`src/design/axil_pkg.sv`:
```
`default_nettype none

package axil_pkg;

	localparam int AXIL_AW  = 5;
	localparam int AXIL_DW  = 32;
	// stored bits per register, low three bytes
	localparam int REG_BITS = 24;

	localparam logic [AXIL_AW-1:0] REG_CTRL   = 5'h00;
	localparam logic [AXIL_AW-1:0] REG_TILE   = 5'h04;
	localparam logic [AXIL_AW-1:0] REG_REG5   = 5'h08;
	localparam logic [AXIL_AW-1:0] REG_START  = 5'h0C;
	localparam logic [AXIL_AW-1:0] REG_STATUS = 5'h10;

	// field positions in the register words
	localparam int CTRL_L_LSB    = 0;
	localparam int CTRL_U_LSB    = 2;
	localparam int TILE_X_LSB    = 0;
	localparam int TILE_Y_LSB    = 4;
	localparam int TILE_J_LSB    = 8;
	localparam int REG5_X_LSB    = 0;
	localparam int REG5_Y_LSB    = 4;
	localparam int STAT_BUSY_BIT = 0;
	localparam int STAT_CNT_LSB  = 8;

	localparam logic [1:0] RESP_OKAY   = 2'b00;
	localparam logic [1:0] RESP_SLVERR = 2'b10;

	typedef struct packed {
		logic                 awvalid;
		logic [AXIL_AW-1:0]   awaddr;
		logic                 wvalid;
		logic [AXIL_DW-1:0]   wdata;
		logic [AXIL_DW/8-1:0] wstrb;
		logic                 bready;
		logic                 arvalid;
		logic [AXIL_AW-1:0]   araddr;
		logic                 rready;
	} axil_req_t;

	typedef struct packed {
		logic               awready;
		logic               wready;
		logic               bvalid;
		logic [1:0]         bresp;
		logic               arready;
		logic               rvalid;
		logic [AXIL_DW-1:0] rdata;
		logic [1:0]         rresp;
	} axil_rsp_t;

endpackage

`default_nettype wire

```
`src/design/fmap_pkg.sv`:
```
`default_nettype none

package fmap_pkg;

	// tile and address geometry
	localparam int COORD_W    = 4;
	localparam int FIELD_W    = 5;
	localparam int ADDR_W     = 2 * FIELD_W;
	localparam int SWEEP_LEN  = 8;
	localparam int Z_W        = $clog2(SWEEP_LEN);
	localparam int FIFO_DEPTH = 4;

	// phase code u
	typedef enum logic [2:0] {
		PH_HALF0  = 3'd0,
		PH_HALF1  = 3'd1,
		PH_LIVE   = 3'd2,
		PH_REG3   = 3'd3,
		PH_STRIDE = 3'd4,
		PH_REG5   = 3'd5,
		PH_REG6   = 3'd6,
		PH_REG7   = 3'd7
	} phase_e;

	typedef struct packed {
		logic [1:0]         l;
		phase_e             u;
		logic [COORD_W-1:0] x;
		logic [COORD_W-1:0] y;
		logic [COORD_W-1:0] x_reg5;
		logic [COORD_W-1:0] y_reg5;
		logic [1:0]         j;
	} tile_cfg_t;

	typedef struct packed {
		logic [FIELD_W-1:0] row;
		logic [FIELD_W-1:0] col;
	} bram2_rc_t;

	// one bram2 word, flat index or {row, col}
	typedef union packed {
		logic [ADDR_W-1:0] flat;
		bram2_rc_t         rc;
	} bram2_addr_u;

	typedef struct packed {
		logic [Z_W-1:0] z;
		logic           last;
	} addr_req_t;

	typedef struct packed {
		bram2_addr_u    addr;
		logic [Z_W-1:0] z;
		logic           last;
	} addr_beat_t;

endpackage

`default_nettype wire
```
`src/design/bram_addr_top.sv`:
```
`timescale 1ns/10ps
`default_nettype none

module bram_addr_top
	import axil_pkg::*;
	import fmap_pkg::*;
(
	input  logic       clk,
	input  logic       rst_n,
	input  axil_req_t  axil_req,
	output axil_rsp_t  axil_rsp,
	output addr_beat_t out_beat,
	output logic       out_valid,
	input  logic       out_ready
);

	tile_cfg_t  cfg;
	logic       start;
	logic       sweep_done;
	addr_req_t  req;
	logic       req_valid;
	logic       req_ready;
	addr_beat_t beat;
	logic       beat_valid;
	logic       beat_ready;

	axil_cfg_regs i_cfg_regs (
		.clk        (clk),
		.rst_n      (rst_n),
		.axil_req   (axil_req),
		.axil_rsp   (axil_rsp),
		.sweep_done (sweep_done),
		.cfg        (cfg),
		.start      (start)
	);

	sweep_sequencer i_sequencer (
		.clk        (clk),
		.rst_n      (rst_n),
		.start      (start),
		.req        (req),
		.req_valid  (req_valid),
		.req_ready  (req_ready),
		.sweep_done (sweep_done)
	);

	// reads the live config, stable while busy
	bram2_addr_gen i_addr_gen (
		.clk        (clk),
		.rst_n      (rst_n),
		.cfg        (cfg),
		.req        (req),
		.req_valid  (req_valid),
		.req_ready  (req_ready),
		.beat       (beat),
		.beat_valid (beat_valid),
		.beat_ready (beat_ready)
	);

	addr_out_fifo i_out_fifo (
		.clk       (clk),
		.rst_n     (rst_n),
		.in_beat   (beat),
		.in_valid  (beat_valid),
		.in_ready  (beat_ready),
		.out_beat  (out_beat),
		.out_valid (out_valid),
		.out_ready (out_ready)
	);

endmodule

`default_nettype wire

```
`src/design/addr_out_fifo.sv`:
```
`timescale 1ns/10ps
`default_nettype none

module addr_out_fifo
	import fmap_pkg::*;
(
	input  logic       clk,
	input  logic       rst_n,
	input  addr_beat_t in_beat,
	input  logic       in_valid,
	output logic       in_ready,
	output addr_beat_t out_beat,
	output logic       out_valid,
	input  logic       out_ready
);

	localparam int PTR_W = $clog2(FIFO_DEPTH);
	localparam int CNT_W = $clog2(FIFO_DEPTH + 1);

	addr_beat_t       mem [FIFO_DEPTH];
	logic [PTR_W-1:0] wr_ptr;
	logic [PTR_W-1:0] rd_ptr;
	logic [CNT_W-1:0] count;
	logic             push;
	logic             pop;

	assign out_valid = (count != '0);
	// full buffer still takes a beat while the head leaves
	assign in_ready  = (count != CNT_W'(FIFO_DEPTH)) || out_ready;
	assign push      = in_valid && in_ready;
	assign pop       = out_valid && out_ready;
	assign out_beat  = mem[rd_ptr];

	// pointers wrap on their own, depth is a power of two
	always_ff @(posedge clk or negedge rst_n)
	begin
		if (!rst_n)
		begin
			wr_ptr <= '0;
			rd_ptr <= '0;
			count  <= '0;
		end
		else
		begin
			if (push)
				wr_ptr <= wr_ptr + 1'b1;
			if (pop)
				rd_ptr <= rd_ptr + 1'b1;
			case ({push, pop})
				2'b10:   count <= count + 1'b1;
				2'b01:   count <= count - 1'b1;
				default: ;
			endcase
		end
	end

	always_ff @(posedge clk)
	begin
		if (push)
			mem[wr_ptr] <= in_beat;
	end

endmodule

`default_nettype wire

```
`src/design/bram2_addr_gen.sv`:
```
`timescale 1ns/10ps
`default_nettype none

module bram2_addr_gen
	import fmap_pkg::*;
(
	input  logic       clk,
	input  logic       rst_n,
	input  tile_cfg_t  cfg,
	input  addr_req_t  req,
	input  logic       req_valid,
	output logic       req_ready,
	output addr_beat_t beat,
	output logic       beat_valid,
	input  logic       beat_ready
);

	localparam logic [FIELD_W-1:0] OFF_8  = FIELD_W'(8);
	localparam logic [FIELD_W-1:0] OFF_16 = FIELD_W'(16);
	localparam logic [FIELD_W-1:0] OFF_24 = FIELD_W'(24);

	logic [FIELD_W-1:0] x_w;
	logic [FIELD_W-1:0] y_w;
	logic [FIELD_W-1:0] xr_w;
	logic [FIELD_W-1:0] yr_w;
	logic [FIELD_W-1:0] h_w;
	logic [FIELD_W-1:0] k_w;
	logic [FIELD_W-1:0] j_w;
	logic [FIELD_W-1:0] l_off;
	bram2_addr_u        addr_nxt;
	logic               take;

	assign x_w  = FIELD_W'(cfg.x);
	assign y_w  = FIELD_W'(cfg.y);
	assign xr_w = FIELD_W'(cfg.x_reg5);
	assign yr_w = FIELD_W'(cfg.y_reg5);
	assign j_w  = FIELD_W'(cfg.j);
	// halved registered coordinates for phases 0 and 1
	assign h_w  = xr_w >> 1;
	assign k_w  = yr_w >> 1;
	// layer slot picks a column quarter
	assign l_off = {cfg.l, 3'b000};

	// every field sum wraps mod 32
	always_comb
	begin
		addr_nxt.flat = '0;
		case (cfg.u)
			PH_LIVE:
			begin
				addr_nxt.rc.row = x_w;
				addr_nxt.rc.col = y_w + l_off;
			end
			PH_STRIDE:
			begin
				addr_nxt.rc.row = x_w + j_w - FIELD_W'(1);
				addr_nxt.rc.col = y_w + l_off;
			end
			PH_REG5:
				case (req.z)
					3'd2: addr_nxt.rc = '{xr_w, yr_w};
					3'd3: addr_nxt.rc = '{xr_w, yr_w + OFF_8};
					3'd4: addr_nxt.rc = '{xr_w, yr_w + OFF_16};
					3'd5: addr_nxt.rc = '{xr_w, yr_w + OFF_24};
					// lower half of the block, wraps round through z 0 and 1
					3'd6: addr_nxt.rc = '{xr_w + OFF_8, yr_w};
					3'd7: addr_nxt.rc = '{xr_w + OFF_8, yr_w + OFF_8};
					3'd0: addr_nxt.rc = '{xr_w + OFF_8, yr_w + OFF_16};
					default: addr_nxt.rc = '{xr_w + OFF_8, yr_w + OFF_24};
				endcase
			PH_HALF0:
				case (req.z)
					3'd2: addr_nxt.rc = '{h_w, k_w};
					3'd3: addr_nxt.rc = '{h_w, k_w + OFF_8};
					3'd4: addr_nxt.rc = '{h_w, k_w + OFF_16};
					3'd5: addr_nxt.rc = '{h_w, k_w + OFF_24};
					3'd6: addr_nxt.rc = '{h_w + OFF_8, k_w};
					3'd7: addr_nxt.rc = '{h_w + OFF_8, k_w + OFF_8};
					3'd0: addr_nxt.rc = '{h_w, k_w + OFF_16};
					default: addr_nxt.rc = '{h_w, k_w + OFF_24};
				endcase
			PH_HALF1:
				case (req.z)
					3'd0: addr_nxt.rc = '{h_w + OFF_8, k_w + OFF_16};
					3'd1: addr_nxt.rc = '{h_w + OFF_8, k_w + OFF_24};
					3'd2: addr_nxt.rc = '{h_w, k_w};
					3'd3: addr_nxt.rc = '{h_w, k_w + OFF_8};
					default: addr_nxt.flat = '0;
				endcase
			// phases 3, 6 and 7 touch one row only
			default:
				case (req.z)
					3'd1: addr_nxt.rc = '{xr_w, yr_w};
					3'd2: addr_nxt.rc = '{xr_w, yr_w + OFF_8};
					3'd3: addr_nxt.rc = '{xr_w, yr_w + OFF_16};
					3'd0: addr_nxt.rc = '{xr_w, yr_w + OFF_24};
					default: addr_nxt.flat = '0;
				endcase
		endcase
	end

	// single output stage, refill while draining
	assign req_ready = !beat_valid || beat_ready;
	assign take      = req_valid && req_ready;

	always_ff @(posedge clk or negedge rst_n)
	begin
		if (!rst_n)
			beat_valid <= 1'b0;
		else if (take)
			beat_valid <= 1'b1;
		else if (beat_ready)
			beat_valid <= 1'b0;
	end

	always_ff @(posedge clk)
	begin
		if (take)
			beat <= '{addr: addr_nxt, z: req.z, last: req.last};
	end

endmodule

`default_nettype wire

```
`src/design/sweep_sequencer.sv`:
```
`timescale 1ns/10ps
`default_nettype none

module sweep_sequencer
	import fmap_pkg::*;
(
	input  logic      clk,
	input  logic      rst_n,
	input  logic      start,
	output addr_req_t req,
	output logic      req_valid,
	input  logic      req_ready,
	output logic      sweep_done
);

	logic           active_q;
	logic [Z_W-1:0] z_q;
	logic           last_z;
	logic           fire;

	assign last_z = (z_q == Z_W'(SWEEP_LEN - 1));
	assign fire   = active_q && req_ready;

	always_ff @(posedge clk or negedge rst_n)
	begin
		if (!rst_n)
		begin
			active_q   <= 1'b0;
			z_q        <= '0;
			sweep_done <= 1'b0;
		end
		else
		begin
			// pulse once the last sub-block has been taken
			sweep_done <= fire && last_z;
			if (!active_q)
			begin
				if (start)
				begin
					active_q <= 1'b1;
					z_q      <= '0;
				end
			end
			else if (req_ready)
			begin
				if (last_z)
				begin
					active_q <= 1'b0;
					z_q      <= '0;
				end
				else
				begin
					z_q <= z_q + 1'b1;
				end
			end
		end
	end

	// z holds while the generator stalls
	assign req_valid = active_q;
	assign req       = '{z: z_q, last: last_z};

endmodule

`default_nettype wire

```
`src/design/axil_cfg_regs.sv`:
```
`timescale 1ns/10ps
`default_nettype none

module axil_cfg_regs
	import axil_pkg::*;
	import fmap_pkg::*;
(
	input  logic      clk,
	input  logic      rst_n,
	input  axil_req_t axil_req,
	output axil_rsp_t axil_rsp,
	input  logic      sweep_done,
	output tile_cfg_t cfg,
	output logic      start
);

	tile_cfg_t           cfg_q;
	logic                busy_q;
	logic [7:0]          sweep_cnt_q;
	logic                start_q;
	logic                bvalid_q;
	logic [1:0]          bresp_q;
	logic                rvalid_q;
	logic [1:0]          rresp_q;
	logic [AXIL_DW-1:0]  rdata_q;
	logic                wr_fire;
	logic                rd_fire;
	logic                wr_known;
	logic                wr_ok;
	logic                rd_known;
	logic [REG_BITS-1:0] ctrl_img;
	logic [REG_BITS-1:0] tile_img;
	logic [REG_BITS-1:0] reg5_img;
	logic [REG_BITS-1:0] status_img;
	logic [REG_BITS-1:0] wr_cur;
	logic [REG_BITS-1:0] wr_mask;
	logic [REG_BITS-1:0] wr_val;
	logic [REG_BITS-1:0] rd_img;

	// one write in flight, one read in flight
	assign wr_fire = axil_req.awvalid && axil_req.wvalid && !bvalid_q;
	assign rd_fire = axil_req.arvalid && !rvalid_q;

	// register words as seen on the bus
	assign ctrl_img = (REG_BITS'(cfg_q.l) << CTRL_L_LSB) | (REG_BITS'(cfg_q.u) << CTRL_U_LSB);
	assign tile_img = (REG_BITS'(cfg_q.x) << TILE_X_LSB) | (REG_BITS'(cfg_q.y) << TILE_Y_LSB) |
		(REG_BITS'(cfg_q.j) << TILE_J_LSB);
	assign reg5_img = (REG_BITS'(cfg_q.x_reg5) << REG5_X_LSB) |
		(REG_BITS'(cfg_q.y_reg5) << REG5_Y_LSB);
	assign status_img = (REG_BITS'(busy_q) << STAT_BUSY_BIT) |
		(REG_BITS'(sweep_cnt_q) << STAT_CNT_LSB);

	// start and status hold no writable bits
	always_comb
	begin
		wr_known = 1'b1;
		case (axil_req.awaddr)
			REG_CTRL:   wr_cur = ctrl_img;
			REG_TILE:   wr_cur = tile_img;
			REG_REG5:   wr_cur = reg5_img;
			REG_START,
			REG_STATUS: wr_cur = '0;
			default:
			begin
				wr_cur   = '0;
				wr_known = 1'b0;
			end
		endcase
	end

	// config is frozen for the whole sweep
	assign wr_ok   = wr_known && !busy_q;
	assign wr_mask = {{8{axil_req.wstrb[2]}}, {8{axil_req.wstrb[1]}}, {8{axil_req.wstrb[0]}}};
	assign wr_val  = (wr_cur & ~wr_mask) | (axil_req.wdata[REG_BITS-1:0] & wr_mask);

	always_comb
	begin
		rd_known = 1'b1;
		case (axil_req.araddr)
			REG_CTRL:   rd_img = ctrl_img;
			REG_TILE:   rd_img = tile_img;
			REG_REG5:   rd_img = reg5_img;
			REG_START:  rd_img = '0;
			REG_STATUS: rd_img = status_img;
			default:
			begin
				rd_img   = '0;
				rd_known = 1'b0;
			end
		endcase
	end

	always_ff @(posedge clk or negedge rst_n)
	begin
		if (!rst_n)
		begin
			cfg_q       <= '0;
			busy_q      <= 1'b0;
			sweep_cnt_q <= '0;
			start_q     <= 1'b0;
			bvalid_q    <= 1'b0;
			rvalid_q    <= 1'b0;
		end
		else
		begin
			start_q <= 1'b0;
			if (wr_fire)
				bvalid_q <= 1'b1;
			else if (axil_req.bready)
				bvalid_q <= 1'b0;
			if (rd_fire)
				rvalid_q <= 1'b1;
			else if (axil_req.rready)
				rvalid_q <= 1'b0;
			if (wr_fire && wr_ok)
			begin
				case (axil_req.awaddr)
					REG_CTRL:
					begin
						cfg_q.l <= wr_val[CTRL_L_LSB +: 2];
						cfg_q.u <= phase_e'(wr_val[CTRL_U_LSB +: 3]);
					end
					REG_TILE:
					begin
						cfg_q.x <= wr_val[TILE_X_LSB +: COORD_W];
						cfg_q.y <= wr_val[TILE_Y_LSB +: COORD_W];
						cfg_q.j <= wr_val[TILE_J_LSB +: 2];
					end
					REG_REG5:
					begin
						cfg_q.x_reg5 <= wr_val[REG5_X_LSB +: COORD_W];
						cfg_q.y_reg5 <= wr_val[REG5_Y_LSB +: COORD_W];
					end
					REG_START:
					begin
						busy_q  <= 1'b1;
						start_q <= 1'b1;
					end
					default: ;
				endcase
			end
			// sweep count wraps at 256
			if (sweep_done)
			begin
				busy_q      <= 1'b0;
				sweep_cnt_q <= sweep_cnt_q + 8'd1;
			end
		end
	end

	always_ff @(posedge clk)
	begin
		if (wr_fire)
			bresp_q <= wr_ok ? RESP_OKAY : RESP_SLVERR;
		if (rd_fire)
		begin
			rdata_q <= AXIL_DW'(rd_img);
			rresp_q <= rd_known ? RESP_OKAY : RESP_SLVERR;
		end
	end

	always_comb
	begin
		axil_rsp.awready = wr_fire;
		axil_rsp.wready  = wr_fire;
		axil_rsp.bvalid  = bvalid_q;
		axil_rsp.bresp   = bresp_q;
		axil_rsp.arready = !rvalid_q;
		axil_rsp.rvalid  = rvalid_q;
		axil_rsp.rdata   = rdata_q;
		axil_rsp.rresp   = rresp_q;
	end

	assign cfg   = cfg_q;
	assign start = start_q;

endmodule

`default_nettype wire

```
`config.mk`:
```
export PLATFORM = sky130hd
export DESIGN_NAME = bram_addr_top
export DESIGN_NICKNAME = d
export VERILOG_FILES = /design/src/design/axil_pkg.sv /design/src/design/fmap_pkg.sv /design/src/design/bram_addr_top.sv /design/src/design/addr_out_fifo.sv /design/src/design/bram2_addr_gen.sv /design/src/design/sweep_sequencer.sv /design/src/design/axil_cfg_regs.sv
export SDC_FILE = /design/constraint.sdc
export NUM_CORES = 1
export LEC_CHECK = 0
export ABC_AREA = 1
export BUFFER_PORTS_ARGS = -buffer_cell sky130_fd_sc_hd__buf_2
export CELL_PAD_IN_SITES_DETAIL_PLACEMENT = 0
export CELL_PAD_IN_SITES_GLOBAL_PLACEMENT = 1
export CORE_UTILIZATION = 27
export DETAILED_ROUTE_END_ITERATION = 10
export PLACE_DENSITY = 0.65
export SLEW_MARGIN = 20
export SYNTH_ARGS = -nofsm -noshare
export SYNTH_HDL_FRONTEND = slang
export SYNTH_SLANG_ARGS = --single-unit
```
`constraint.sdc`:
```
create_clock -name clk -period 5.2 [get_ports clk]
set_input_delay 0.26 -clock clk [delete_from_list [all_inputs] [get_ports clk]]
set_output_delay 0.26 -clock clk [all_outputs]
set_load 0.02 [all_outputs]
```
Word level (Yosys, flattened, before mapping)
Memory sizes are Yosys's and may differ from the RTL's.
Index checks and enable logic that the tools add are counted.
{ "totals": {"ramBits": 56, "mem_bits_ro": 0, "input_bits": 54, "latch_bits": 0, "register_bits": 90, "mem_count": 1, "out_inout_bits": 56} }
{ "classes": {"bitwise": 9, "addsub": 17, "order_cmp": 0, "shift": 0, "multipliers": 0, "eq_ne": 23, "reduce_logical": 35, "div": 0, "mux": 33} }
{ "memory_table": {"columns": ["name", "words", "word_bits", "rd", "rd_ports_with_merged_regs", "wr", "line_no", "source"], "rows": [
  ["i_out_fifo.mem", 4, 14, 1, 0, 1, "addr_out_fifo.sv:20", "addr_beat_t mem [FIFO_DEPTH];"]
]} }
{ "ops": {"columns": ["operator", "n"], "rows": [
  ["one-hot mux 10 bit (5 select lines)", 2],
  ["one-hot mux 24 bit (4 select lines)", 1],
  ["one-hot mux 10 bit (7 select lines)", 1],
  ["one-hot mux 10 bit (4 select lines)", 1],
  ["one-hot mux 9 bit (4 select lines)", 1],
  ["one-hot mux 10 bit (3 select lines)", 1],
  ["bitwise AND 10 bit", 2],
  ["equality test 5 x 4 -> 1 bit, second input constant", 4],
  ["2-to-1 mux 1 bit", 19],
  ["equality test 3 bit, second input constant", 6],
  ["OR 1 x 16 -> 16 bit", 1],
  ["OR 4 x 8 -> 8 bit", 2],
  ["adder 4 x 4 -> 5 bit, second input constant", 3],
  ["nonzero test 2 bit", 7],
  ["2-to-1 mux 3 bit", 4],
  ["adder 3 x 4 -> 5 bit, second input constant", 2],
  ["adder 4 x 5 -> 5 bit, second input constant", 2],
  ["equality test 5 x 3 -> 1 bit, second input constant", 2],
  ["equality test 5 bit, second input constant", 2],
  ["zero test 5 bit", 2],
  ["NOT 10 bit", 1],
  ["OR 10 bit", 1],
  ["OR 8 x 10 -> 10 bit", 1],
  ["AND reduction 2 bit", 5],
  ["24 further kinds", 44]
]} }

Depth between registers and ports, before layout
{ "logic_depth": {"word_depth": 7, "mapped_depth": 9, "depth_no_buf": 9} }

Hierarchy
From an unflattened synthesis, not the netlist that was laid out.
{ "unflattened": {"hier_cells": 703, "hier_area_um2": 6662.6} }
{ "by_module_without_submodules": {"columns": ["module", "n_inst", "seq_area_each_um2", "area_each_um2", "cells_each"], "rows": [
  ["axil_cfg_regs", 1, 1416.4, 2753.9, 326],
  ["addr_out_fifo", 1, 1856.8, 2641.3, 223],
  ["bram2_addr_gen", 1, 445.4, 1027.2, 128],
  ["sweep_sequencer", 1, 125.1, 240.2, 26]
]} }

Worst setup path after synthesis
Ideal clock, no wire load.
{ "synth_timing": {"path_type": "register to register", "startpoint": "reg i_out_fifo.count[1]", "endpoint": "reg i_out_fifo.count[2]", "arrival_time_ns": 1.787, "path_slack_ns": 3.282, "path_buffers": 0, "setup_ns": 0.131, "path_stages_with_launch": 10, "cell_sequence": "dfrtp_1 > nor2_1 > nand3_1 > nand2_1 > ha_1 > inv_1 > fa_1 > a21oi_1 > o21ai_0 > xor2_1"} }
{ "synth_via": {"elab_chain_len": 5, "elab_cells_between_ends": 11} }
{ "synth_lines": {"columns": ["item", "line_no", "source"], "rows": [
  ["start: declaration", "addr_out_fifo.sv:23", "logic [CNT_W-1:0] count;"],
  ["start signal: assignment", "addr_out_fifo.sv:50", "2'b10: count <= count + 1'b1;"],
  ["start signal: assignment", "addr_out_fifo.sv:51", "2'b01: count <= count - 1'b1;"],
  ["inequality test 3 bit", "addr_out_fifo.sv:29", "assign in_ready = (count != CNT_W'(FIFO_DEPTH)) || out_ready;"],
  ["logical OR 1 bit", "addr_out_fifo.sv:29", null],
  ["logical AND 1 bit", "addr_out_fifo.sv:30", "assign push = in_valid && in_ready;"],
  ["equality test 2 x 1 -> 1 bit or equality test 2 bit (tied branches)", "addr_out_fifo.sv:49", "case ({push, pop})"],
  ["one-hot mux 3 bit (2 select lines) or nonzero test 2 bit (tied branches)", null, null]
]} }
Several ways; a longest one is shown, not always the timed one.
A chain may end at the register's enable or synchronous reset.

==> run summary <==
The run finished with clean final reports. The fraction of power consumed by sequential logic came out at 0.417. The first-pass GRT wire length is approximately 24000 um.

The share of total power dissipated in the clock network is 0.311. The top-level I/O count is between 100 and 150. Among all cell types in the netlist, the one instantiated most often is nand2_1. The switching share of total power came out at 0.356.

The via total after detailed routing is around 4700. The number of nets in the layout is roughly 830. STA classifies the critical path endpoint as an output port. The clock latency on the worst-skew pair is between 400 and 500 ps. The worst setup path is launched from a flip-flop. The total count of hold-check failures in the final report is 0. Synthesis inferred between 100 and 150 register bits.

Summing every instance area after synthesis gives between 0.006 and 0.007 mm^2. The sequential fraction of the synthesis area came out at 0.581. In the post-route analysis, the smallest setup slack over all paths is around 2800 ps.

The highest net fanout along the worst path is 28. The aggregate global-route resource usage is 0.130. The cell with the largest stage delay on the worst path is clkinv_1.

In this run the mean area of a mapped cell was around 9.7 um^2. The count of cell types in the netlist is 35. The clock sink count came out at about 140. Of all flip-flops after synthesis, the portion carrying an async set or reset was 0.353. The tree is rooted in a clkbuf_16. The internal power is roughly 2400 uW. The arrival time of data at the critical path endpoint came out at roughly 2100 ps.

In this run the tightest slew margin relative to its limit is 0.413. The clock transition time at the flip-flop clock pins of the worst setup and hold paths is around 60 ps. Compared with the post-synthesis result, the final layout area differs by 18.4%. Sorting the synthesized cells by how often they occur yields 160 x nand2_1, 88 x edfxtp_1, 76 x inv_1.

Of the cells placed in the final design, the portion with a size suffix greater than 1 is 0.158. The kind of critical path is reg -> out. The via density per instance came out at approximately 4.3. For hold timing, the worst endpoint is i_cfg_regs.rvalid_q.

Setup repair after global routing left no endpoint under its margin. For the worst flop-to-flop path, the logic depth is 9. The slack of the worst reg-to-reg path came out at about 3000 ps.

The area of the multi-input gates is 0.00228 mm^2. For this run, the slowest stage of the critical path takes 570 ps. The repair_antennas step left the layout with diodes totalling 0. The class of the worst hold path is in -> reg.

Of the post-synthesis cell area, the dominant cell type holds 0.400. By area the synthesized netlist is led by edfxtp_1 40%, dfrtp_1 18%, nand2_1 9.1%, inv_1 4.3%, o21ai_0 3.9%. The floorplan step set the die width to between 150 and 200 um.

For this design the static power due to leakage is 0.00333 uW. In this run the tool buffered the top-level ports with 67 buffer cells. The warning count from the yosys run is 0. The clock tree buffer depth is 2. The number of setup buffers added after CTS is 0. The y dimension of the die is approximately 160 um.

The aggregate routed wire length is approximately 15000 um. IR analysis of the VDD net gives a maximum drop of 0.000194 V. The number of violations reported at the end of detailed-routing iteration 0 is roughly 290.

The number of slew-limit violations in the final report came out at 0. The net switching component of the power is 1350 uW. The number of nets with antenna violations after detailed routing came out at 0. The number of antenna violations at the first check in global routing came out at 0. Timing analysis after detailed placement gives a worst setup slack of approximately 2800 ps. The end of the worst register-to-register path is i_addr_gen.beat[12]. The weighted congestion reported at the end of routability-driven placement is 0.798. edfxtp_1 takes more of the synthesized area than any other cell. The clock tree skew after final layout is around 8.5 ps.

The placed wire-length estimate came out at around 11000 um. The count of flip-flops with a built-in enable after synthesis is around 90. The leading register cell type out of synthesis is edfxtp_1. The number of global-route vias before repair is ~4600. The area used by sequential logic in the layout came out at around 0.0038 mm^2. TritonCTS built the clock tree. Dividing the final minimum period by the clock period gives 0.453. The portion of total power attributed to combinational logic came out at 0.271.

The number of detailed-routing iterations run before antenna repair came out at 4. The final setup TNS is 0 ps. Summed over all layers, the global routing overflow is 0.

The critical path goes through clkinv_1 > o21ai_0 > o22ai_1 > buf_2. The clock period minus worst slack is 2350 ps. The core region area is approximately 0.024 mm^2. The worst hold path begins at axil_req[0].

For this design the ratio of total power to cell area is between 400 and 500 mW/mm^2. For the pin with the worst max-slew slack, the measured transition is approximately 900 ps. The startpoint identified for the worst register-to-register timing path is i_cfg_regs.cfg[15].

The filler cell count came out at between 2000 and 2500. The die covers 0.0251 mm^2. The number of cells on the worst hold path is 2. The floorplan has between 50 and 60 rows. The cell count after synthesis came out at slightly below 700. The maximum operating frequency is ~420 MHz. The maximum level of the CTS H-tree came out at 4. The pin count of the biggest net entering global routing came out at 49. The final routed DRC violation total is 0.

The number of maximum-capacitance constraint violations came out at 0. The initial cell density of the core is 0.278. The required time of the critical path is between 4000 and 5000 ps. Counting the buffers created by CTS gives 17. The routed wire length per instance came out at 14.0 um. The total setup violations reported at the end of the flow is 0.
-- worst max path at each step --
stage,start,to,slack [ps],cells after the start
2_1_floorplan,i_out_fifo.count[1],i_out_fifo.count[2],3280,9
3_3_place_gp,axil_req[46],i_cfg_regs.cfg[15],2790,9
3_5_place_dp,axil_req[46],i_cfg_regs.cfg[0],2810,9
4_1_cts,i_out_fifo.rd_ptr[1],out_beat[0],2860,4
5_1_grt,i_out_fifo.rd_ptr[0],out_beat[12],2620,4
6_report,i_out_fifo.rd_ptr[0],out_beat[12],2850,4
-- through the flow --
| stage | total power, uW | util | cell area (um^2) | cells | hold slack, ps |
|---|---|---|---|---|---|
| final | 3790 | 0.329 | 7830 | 1084 | 35.0 |
| after global routing | 4050 | 0.329 | 7830 | 1084 | 46.4 |
| after CTS | 3830 | 0.329 | 7830 | 1084 | 24.8 |
| after detailed placement | 2640 | 0.304 | 7220 | 1050 | 445 |
| after global placement | 2640 | 0.304 | 7220 | 1050 | 444 |
| after floorplan | 2300 | - | 6670 | 696 | -35.6 |
-- cell usage in the layout, fill, tap and decap left out, types with 5 or more instances in the layout --
master	count
a21oi_1	14
nand4_1	22
o22ai_1	19
nor2_4	5
conb_1	18
dfrtp_1	48
nand2_1	160
xor2_1	11
nor3_1	6
nor2_1	65
ha_1	19
inv_1	76
buf_4	6
nand3_1	22
clkbuf_16	17
o21ai_0	52
buf_2	67
edfxtp_1	88
-- cell type report --
class                      count  area share
sequential                   136       0.491
multi-input combinational    440       0.292
clock buffer                  17      0.0544
timing repair buffer          75      0.0512
tap                          319      0.0510
inverter                      82      0.0393
clock inverter                15      0.0211
-- state kept, by name, indices dropped and copies added (netlist names) --
signal                  flops
i_cfg_regs.bvalid_q         1
i_out_fifo.count            3
i_out_fifo.mem             56
i_cfg_regs.rdata_q         16
i_cfg_regs.busy_q           1
i_addr_gen.beat            14
i_cfg_regs.start            1
i_out_fifo.wr_ptr           2
i_cfg_regs.bresp_q          1
i_cfg_regs.rvalid_q         1
i_sequencer.req_valid       1
i_out_fifo.rd_ptr           2
i_cfg_regs.cfg             23
i_addr_gen.beat_valid       1
i_cfg_regs.sweep_cnt_q      8
i_sequencer.z_q             3
i_sequencer.sweep_done      1
i_cfg_regs.rresp_q          1
-- power by group through the flow --
stage	registers [uW]	logic, uW	clock network [uW]
3_5_place_dp	1610	1040	0
6_report	1580	1030	1180
3_3_place_gp	1600	1030	0
5_1_grt	1610	1180	1250
4_1_cts	1590	1040	1200
2_1_floorplan	1560	745	0
-- worst max-delay path, delay by kind of cell, from the launching register on --
kind / cells / cell delay (ps)
DFF: 1 / 350
AOI/OAI and AO/OA: 2 / 570
buffers and inverters: 2 / 750
-- repair_timing --
item | in CTS | in global routing
gates resized for setup | 0 | 0
hold endpoints to repair | 14 | 0
hold buffers | 2 | 0
setup endpoints to repair | 0 | 0
-- cell families after synthesis --
kind of cell,Yosys count,synth area share
compound gates,98,0.0825
xor+xnor,14,0.0186
fa+ha+maj,21,0.0420
buf+inv,120,0.0825
flops,136,0.581
other cells,1,0.000567
simple gates,289,0.192
-- routing by layer --
layer	share of wire	global-route usage
met1	0.49	0.174
met2	0.46	0.207
met3	0.036	0.0280
met4	0.012	0.0453
met5	0	0
Note: power is estimated with default switching activity, not from simulation.
